[config.mk]
export PLATFORM = sky130hd
export DESIGN_NAME = operand_fetch_stage
export DESIGN_NICKNAME = d
export VERILOG_FILES = /design/src/verilog/exec_pkg.sv /design/src/verilog/operand_fetch_stage.sv
export VERILOG_INCLUDE_DIRS = /design/src /design/src/verilog
export SDC_FILE = /design/constraint.sdc
export NUM_CORES = 1
export LEC_CHECK = 0
export BUFFER_PORTS_ARGS = -buffer_cell sky130_fd_sc_hd__buf_2
export CAP_MARGIN = 40
export CORE_AREA = 2 2 262 264
export CTS_BUF_LIST = sky130_fd_sc_hd__clkbuf_16
export CTS_CLUSTER_DIAMETER = 200
export CTS_CLUSTER_SIZE = 25
export DETAILED_ROUTE_END_ITERATION = 6
export DIE_AREA = 0 0 264 266
export GPL_TIMING_DRIVEN = 0
export SLEW_MARGIN = 20
export SYNTH_ARGS = -nofsm -noshare
export SYNTH_HDL_FRONTEND = slang
export SYNTH_SLANG_ARGS = --single-unit
export TNS_END_PERCENT = 5
[constraint.sdc]
create_clock -name clk -period 0.8 [get_ports clk]
set_input_delay 0.04 -clock clk [delete_from_list [all_inputs] [get_ports clk]]
set_output_delay 0.04 -clock clk [all_outputs]
set_load 0.005 [all_outputs]
[src/verilog/exec_macros.svh]
////////////////////
// Core sizing. Index widths are derived, so counts must be powers of two
////////////////////

`ifndef EXEC_MACROS_SVH
`define EXEC_MACROS_SVH

`define VECTOR_LANES 4
`define THREAD_COUNT 4
`define REG_COUNT 8
`define DATA_WIDTH 32

// Derived widths
`define THREAD_IDX_WIDTH $clog2(`THREAD_COUNT)
`define REG_IDX_WIDTH $clog2(`REG_COUNT)

// Flattened vector with lane 0 in the low bits
`define VECTOR_WIDTH (`VECTOR_LANES * `DATA_WIDTH)

`endif
[src/verilog/exec_pkg.sv]
////////////////////
// Opcode encodings shared by the front end and the execute back end
////////////////////

`default_nettype none

package exec_pkg;

	// Single-cycle lane operations. Comparisons yield 1 or 0 per lane
	typedef enum logic [4:0]
	{
		op_copy,
		op_or,
		op_and,
		op_uminus,
		op_xor,
		op_iadd,
		op_isub,
		op_equal,
		op_nequal,
		op_sigtr,
		op_sigte,
		op_silt,
		op_silte,
		op_uigtr,
		op_uigte,
		op_uilt,
		op_uilte
	} alu_op_t;

	// Branch conditions tested on lane 0 of operand 1
	typedef enum logic [2:0]
	{
		branch_all,
		branch_zero,
		branch_not_zero,
		branch_always,
		branch_call_offset,
		branch_not_all,
		branch_call_register
	} branch_type_t;

endpackage

`default_nettype wire

[src/verilog/operand_fetch_stage.sv]
////////////////////
// Register data must already be read with the issue's own thread and sources
////////////////////

`timescale 1ns/1ps
`default_nettype none

`include "exec_macros.svh"

module operand_fetch_stage import exec_pkg::*;
(
	input wire logic clk,
	input wire logic reset,

	// Issue group from the front end
	input wire logic issue_valid,
	input wire logic [`THREAD_IDX_WIDTH-1:0] issue_thread,
	input alu_op_t issue_alu_op,
	input wire logic issue_is_branch,
	input branch_type_t issue_branch_type,
	input wire logic [`REG_IDX_WIDTH-1:0] issue_dest,
	input wire logic issue_use_immediate,
	input wire logic [`DATA_WIDTH-1:0] issue_immediate,
	input wire logic [`DATA_WIDTH-1:0] issue_pc,
	input wire logic [`VECTOR_LANES-1:0] issue_mask,
	input wire logic [`VECTOR_WIDTH-1:0] reg_data1,
	input wire logic [`VECTOR_WIDTH-1:0] reg_data2,

	input wire logic rollback_en,
	input wire logic [`THREAD_IDX_WIDTH-1:0] rollback_thread,

	output logic of_valid,
	output logic [`THREAD_IDX_WIDTH-1:0] of_thread,
	output alu_op_t of_alu_op,
	output logic of_is_branch,
	output branch_type_t of_branch_type,
	output logic [`REG_IDX_WIDTH-1:0] of_dest,
	output logic [`DATA_WIDTH-1:0] of_pc,
	output logic [`DATA_WIDTH-1:0] of_immediate,
	output logic [`VECTOR_LANES-1:0] of_mask,
	output logic [`VECTOR_WIDTH-1:0] of_operand1,
	output logic [`VECTOR_WIDTH-1:0] of_operand2
);

	logic squashed;

	// Only the thread being rolled back loses its issue
	assign squashed = rollback_en && rollback_thread == issue_thread;

	always_ff @(posedge clk or posedge reset)
	begin
		if (reset)
			of_valid <= 1'b0;
		else
			of_valid <= issue_valid && !squashed;
	end

	always_ff @(posedge clk)
	begin
		of_thread <= issue_thread;
		of_alu_op <= issue_alu_op;
		of_is_branch <= issue_is_branch;
		of_branch_type <= issue_branch_type;
		of_dest <= issue_dest;
		of_pc <= issue_pc;
		of_immediate <= issue_immediate;
		of_mask <= issue_mask;
		of_operand1 <= reg_data1;

		// Immediate is broadcast to every lane
		if (issue_use_immediate)
			of_operand2 <= {`VECTOR_LANES{issue_immediate}};
		else
			of_operand2 <= reg_data2;
	end

endmodule

`default_nettype wire

==> out/metrics.cfg, run 1 <==
[status]
status = finished, violations left
violations = negative hold slack, negative setup slack

[die]
die-area_um2 = 70200
fp.coreArea_um2 = 67700
start_util_pct = 12.3
num_io_pins = 684
fp.dieH_um = 266
die_w_um = 264
rows = 96

[drt]
vias_per_cell = 3.33
drc = 0
met2_length_um = 26000
drtAntennaViolNets = 0
top_layer = met5
drt_wl_total_um = 54400
dr.pass1.iters = 4
dr_wl_met3_um = 6050
vias = 8629
drtIter0Drc = 329
drt-met1-wl_um = 20400
wl_per_cell_um = 21.0

[setup_path]
critPathSlowestCell = dfrtp_1
cp_slowest_stage_delay_ns = 0.37
worstPathArrival_ns = 1.05
cp-end-kind = output port
path_class = reg2out
path_max_fanout = 1
critPathLaunchType = flop
crit_path_cell_trace = buf_2
crit_required_ns = 0.76
cp_num_buf_inv = 1
cp_top_family = flip-flops

[timing]
setup_viol = 340
slew_headroom_pct = 54.3
finalHoldViolations = 42
slew_viol_final = 0
worst_slack_ns = -0.291
holdWs_ns = -0.0577
max_freq_mhz = 916
finalWorstPathRequiredPeriod_ns = 1.09
max_slew.worst_pin.slew_ns = 0.685
finalCritPeriodShare_pct = 136
rsz0062_at_grt = yes

[logic_synthesis]
synth.most_common_cell = dfxtp_1
synth-warning-count = 0
synth_nets = 994
syn_avg_cell_area_um2 = 12.8
synth_top_area_cell = dfxtp_1
synthFlopType = dfxtp_1
synthDistinctLibCells = 13
ys_top_cells_by_area = dfxtp_1, o21ai_0, inv_1
synth_top_area_share_pct = 81.2
async_reset_ff_share_pct = 0.295
netlist_instances = 649
netlist_top_cells_count = dfxtp_1, inv_1, o21ai_0
syn_area_um2 = 8340
ys_seq_area_share_pct = 81.5
ys_ff_latch = 339
synth-edff-count = 0

[cells_and_area]
fillers = 7050
final_core_util_pct = 26.7
nets = 2041
design_area_um2 = 18100
syn_to_final_growth_pct = 117
drive_gt1_share_pct = 54.4

[pwr]
p_per_area_nw_per_um2 = 1880
p_leak_nw = 8.70
ir_worst_vdd_mv = 1.83

[clock_network]
cts_buffers = 17
clock_path_buffers = 3
hold_buffers = 345
cts_root_buffer = clkbuf_16
clock-sinks = 339
htree_num_levels = 1
worst_setup_hold_path_clk_slew_ns = 0.11
cts_setup_buffers = 0
cts_tree = yes

[global_routing]
grt_pass1_wl_um = 71000
grt_start_max_net_pins = 27
grt_pass1_vias = 9342
track_usage_pct = 14.7
antenna_found_initial = 27
grt_overflow = 0

[place]
port_buffers = 682
place_congestion = 0.853
hpwl_um = 43500
dpl-instance-area_um2 = 12900

[flow_run]
maxCapViolations = 0

[min_path]
hold_class = in2reg

==> path summary, 6_finish.rpt <==
| check | startpoint | endpoint | slack (ns) | depth (start not counted) |
|---|---|---|---|---|
| min in group asynchronous | reset | of_valid | 0.42 | 4 |
| worst min-delay path | issue_use_immediate | of_operand2[126] | -0.06 | 2 |
| max in group asynchronous | reset | of_valid | 0.29 | 4 |
| worst max-delay path | of_valid | of_valid | -0.29 | 1 |
==> sequential cells by signal (all words and copies together) (netlist names) <==
name,flops
of_dest,3
of_alu_op,5
of_operand2,128
of_pc,32
of_branch_type,3
of_is_branch,1
of_operand1,128
of_thread,2
of_valid,1
of_immediate,32
of_mask,4
==> final cells by class <==
class / count / area (um2) / share of cell area, %
diodes: 14 / 35.0 / 0.194
plain buffers: 17 / 121 / 0.672
clock buffers: 17 / 425 / 2.36
clock inverters: 3 / 28.8 / 0.159
inverters: 130 / 488 / 2.70
multi-input cells: 163 / 935 / 5.18
flip-flops and latches: 339 / 7030 / 38.9
well taps: 882 / 1100 / 6.11
repair buffers: 1028 / 7890 / 43.7
==> stage by stage <==
step                worst slack [ns]  instances  setup TNS [ns]  power [mW]
detailed placement            -0.334       2214           -9.05        22.0
CTS                           -0.334       2579          -96.21        34.2
floorplan                      0.227        649               0        19.3
finish                        -0.291       2593          -79.36        33.9
global route                  -0.376       2588          -96.71        35.5
global placement              -0.531       2213          -11.31        22.0
==> cell usage in the layout, fill, tap and decap left out <==
| cell type | n |
|---|---|
| nand2_4 | 20 |
| buf_8 | 5 |
| nand2_1 | 12 |
| inv_6 | 1 |
| clkinv_8 | 1 |
| diode_2 | 14 |
| dfxtp_1 | 149 |
| xnor2_1 | 2 |
| buf_2 | 530 |
| buf_6 | 156 |
| o21ai_0 | 125 |
| o21ai_1 | 3 |
| clkbuf_1 | 5 |
| buf_12 | 2 |
| dfxtp_2 | 189 |
| dfrtp_1 | 1 |
| a31oi_1 | 1 |
| buf_4 | 2 |
| clkbuf_16 | 17 |
| dlygate4sd3_1 | 345 |
| inv_1 | 131 |
==> power by group <==
part           leakage [nW]  internal (mW)  switching, mW
logic                  5.60           3.20           2.23
registers              2.87           18.1          0.416
clock network         0.226           3.92           6.04
==> routing by layer <==
layer / vias up / GRT usage (%)
met1: 3954 / 16.0
met2: 510 / 25.6
met3: 97 / 6.55
met5: - / 0
li1: 4056 / -
met4: 12 / 4.41
==> logic make-up (layout without fill, tap and decap cells) <==
logic type                after synthesis  count (layout)  synth area share [%]
AOI/OAI and AO/OA                     129             129                  7.76
other                                   0              14                     0
DFF                                   339             339                  81.5
and+or+nand+nor                        32              32                  3.24
xor gates and xnor gates                2               2                 0.210
buffers and inverters                 147            1195                  7.31
==> repair_timing <==
| item | CTS | global route |
|---|---|---|
| resized for setup | 284 | 141 |
| endpoints found under the hold margin | 340 | 49 |
| setup endpoints to repair | 339 | 340 |
(Power assumes the default switching activity.)
==> run 2: changes to the inputs <==
--- a/config.mk
+++ b/config.mk
@@ -6,14 +6,14 @@
 export SDC_FILE = /design/constraint.sdc
 export NUM_CORES = 1
 export LEC_CHECK = 0
-export BUFFER_PORTS_ARGS = -buffer_cell sky130_fd_sc_hd__buf_2
 export CAP_MARGIN = 40
-export CORE_AREA = 2 2 262 264
+export CORE_AREA = 2 2 264 266
 export CTS_BUF_LIST = sky130_fd_sc_hd__clkbuf_16
 export CTS_CLUSTER_DIAMETER = 200
 export CTS_CLUSTER_SIZE = 25
 export DETAILED_ROUTE_END_ITERATION = 6
-export DIE_AREA = 0 0 264 266
+export DIE_AREA = 0 0 266 268
+export DONT_BUFFER_PORTS = 1
 export GPL_TIMING_DRIVEN = 0
 export SLEW_MARGIN = 20
 export SYNTH_ARGS = -nofsm -noshare
==> run 2 against run 1 <==
Net effect:
- the flow now stops in clock tree synthesis
- synthesized cell count stayed put
- synthesized area is the same
==> out/metrics.cfg, run 2 <==
[logic_synthesis]
synthAdderAreaFrac_pct = 0  ; unchanged
synth-edff-count = 0  ; unchanged
yosys.area_share.simple_pct = 3.24  ; unchanged
netlist_top_cells_count = dfxtp_1, inv_1, o21ai_0  ; unchanged
syn_area_um2 = 8340  ; unchanged
netlist_instances = 649  ; unchanged
synth_top_area_share_pct = 81.2  ; unchanged
synth_top_area_cell = dfxtp_1  ; unchanged
synthMuxAreaShare_pct = 0  ; unchanged
async_reset_ff_share_pct = 0.295  ; unchanged
synthFlopType = dfxtp_1  ; unchanged
synth_xor_area_share_pct = 0.210  ; unchanged
synth_nets = 994  ; unchanged
synth_top_family_by_area = compound AO/OA/AOI/OAI gates  ; unchanged
synthDistinctLibCells = 13  ; unchanged
ys_seq_area_share_pct = 81.5  ; unchanged
ys_top_cells_by_area = dfxtp_1, o21ai_0, inv_1  ; unchanged
synth-warning-count = 0  ; unchanged
syn_avg_cell_area_um2 = 12.8  ; unchanged
synth.most_common_cell = dfxtp_1  ; unchanged
synth-compound-area-share_pct = 7.76  ; unchanged
ys_ff_latch = 339  ; unchanged

[status]
error = [ERROR RSZ-0060] Max buffer count reached.
haltStage = clock tree synthesis
status = stopped before the end  ; was finished, violations left

[place]
post-place-ws_ns = -0.208  ; was -0.334 ns
place_congestion = 0.867  ; was 0.853
hpwl_um = 41800  ; was 43500 um
port_buffers = 0  ; was 682
placed_cells_incl_taps = 1532  ; was 2214

[die]
num_io_pins = 684  ; unchanged
rows = 96  ; unchanged
fp.dieH_um = 268  ; was 266 um
die_w_um = 266  ; was 264 um
start_util_pct = 12.2  ; was 12.3%

[clock_network]
clock-sinks = 339  ; unchanged
htree_num_levels = 1  ; unchanged
cts_setup_buffers = 0  ; unchanged
clock_path_buffers = 3  ; unchanged
post_cts_resized = 414  ; was 284
cts_root_buffer = clkbuf_16  ; unchanged
cts_buffers = 17  ; unchanged
hold_buffers = 311  ; was 345

[run 2: cell counts after synthesis]
No cell type changed its count.
[run 2: cell families after synthesis]
| kind of cell | count (synthesis) |
|---|---|
| XOR/XNOR | 2 |
| AO/OA/AOI/OAI | 129 |
| AND/OR/NAND/NOR | 32 |
| flip-flops | 339 |
| buffers and inverters | 147 |
[run 2: through the flow]
| stage | hold WS [ns] | utilization [%] | area (um2) |
|---|---|---|---|
| floorplan | -0.231 | - | 8340 |
| global placement | -0.229 | 13.8 | 9440 |
| detailed placement | -0.228 | 13.9 | 9450 |
==> run 3: changes to the inputs <==
--- a/config.mk
+++ b/config.mk
@@ -8,13 +8,11 @@
 export LEC_CHECK = 0
 export CAP_MARGIN = 40
 export CORE_AREA = 2 2 264 266
-export CTS_BUF_LIST = sky130_fd_sc_hd__clkbuf_16
-export CTS_CLUSTER_DIAMETER = 200
-export CTS_CLUSTER_SIZE = 25
 export DETAILED_ROUTE_END_ITERATION = 6
 export DIE_AREA = 0 0 266 268
 export DONT_BUFFER_PORTS = 1
 export GPL_TIMING_DRIVEN = 0
+export PLACE_DENSITY_LB_ADDON = 0.15
 export SLEW_MARGIN = 20
 export SYNTH_ARGS = -nofsm -noshare
 export SYNTH_HDL_FRONTEND = slang
==> constraint.sdc (replaced) <==
create_clock -name clk -period 1 [get_ports clk]
set_input_delay 0.05 -clock clk [delete_from_list [all_inputs] [get_ports clk]]
set_output_delay 0.05 -clock clk [all_outputs]
set_load 0.005 [all_outputs]
==> run 3 against run 2 <==
Net effect:
- the run again fails in clock tree synthesis
- synthesized area unchanged
- synthesized cell count unchanged
==> out/metrics.cfg, run 3 <==
[clock_network]
cts_buffers = 40  ; was 17
cts_setup_buffers = 0  ; unchanged
hold_buffers = 322  ; was 311
cts_root_buffer = clkbuf_16  ; unchanged
post_cts_resized = 102  ; was 414
clock-sinks = 339  ; unchanged
clock_path_buffers = 3  ; unchanged
htree_num_levels = 2  ; was 1

[logic_synthesis]
synth_top_area_cell = dfxtp_1  ; unchanged
async_reset_ff_share_pct = 0.295  ; unchanged
synthFlopType = dfxtp_1  ; unchanged
synth-warning-count = 0  ; unchanged
ys_seq_area_share_pct = 81.5  ; unchanged
ys_top_cells_by_area = dfxtp_1, o21ai_0, inv_1  ; unchanged
synth_top_area_share_pct = 81.2  ; unchanged
netlist_top_cells_count = dfxtp_1, inv_1, o21ai_0  ; unchanged
synthDistinctLibCells = 13  ; unchanged
synth_nets = 994  ; unchanged
synth-edff-count = 0  ; unchanged
syn_avg_cell_area_um2 = 12.8  ; unchanged
netlist_instances = 649  ; unchanged
ys_ff_latch = 339  ; unchanged
synth.most_common_cell = dfxtp_1  ; unchanged
syn_area_um2 = 8340  ; unchanged

[place]
post-place-ws_ns = -0.295  ; was -0.208 ns
port_buffers = 0  ; unchanged
hpwl_um = 30300  ; was 41800 um
dpl-instance-area_um2 = 9440  ; was 9450 um2
place_congestion = 0.766  ; was 0.867

[die]
num_io_pins = 684  ; unchanged
die_w_um = 266  ; unchanged
start_util_pct = 12.2  ; unchanged
fp.dieH_um = 268  ; unchanged
rows = 96  ; unchanged

[status]
status = stopped before the end  ; unchanged
error = [ERROR RSZ-0060] Max buffer count reached.  ; unchanged
haltStage = clock tree synthesis  ; unchanged

## run 3: cell counts after synthesis
No cell type changed its count.
## run 3: metrics by stage
stage,setup TNS [ns],cells
after detailed placement,-1.27,1531
after global placement,-6.07,1531
after floorplan,0,649
## run 3: cell families after synthesis
group           after synthesis  synth area share (%)
buf+inv                     147                  7.31
xor+xnor                      2                 0.210
simple gates                 32                  3.24
flops                       339                  81.5
compound gates              129                  7.76
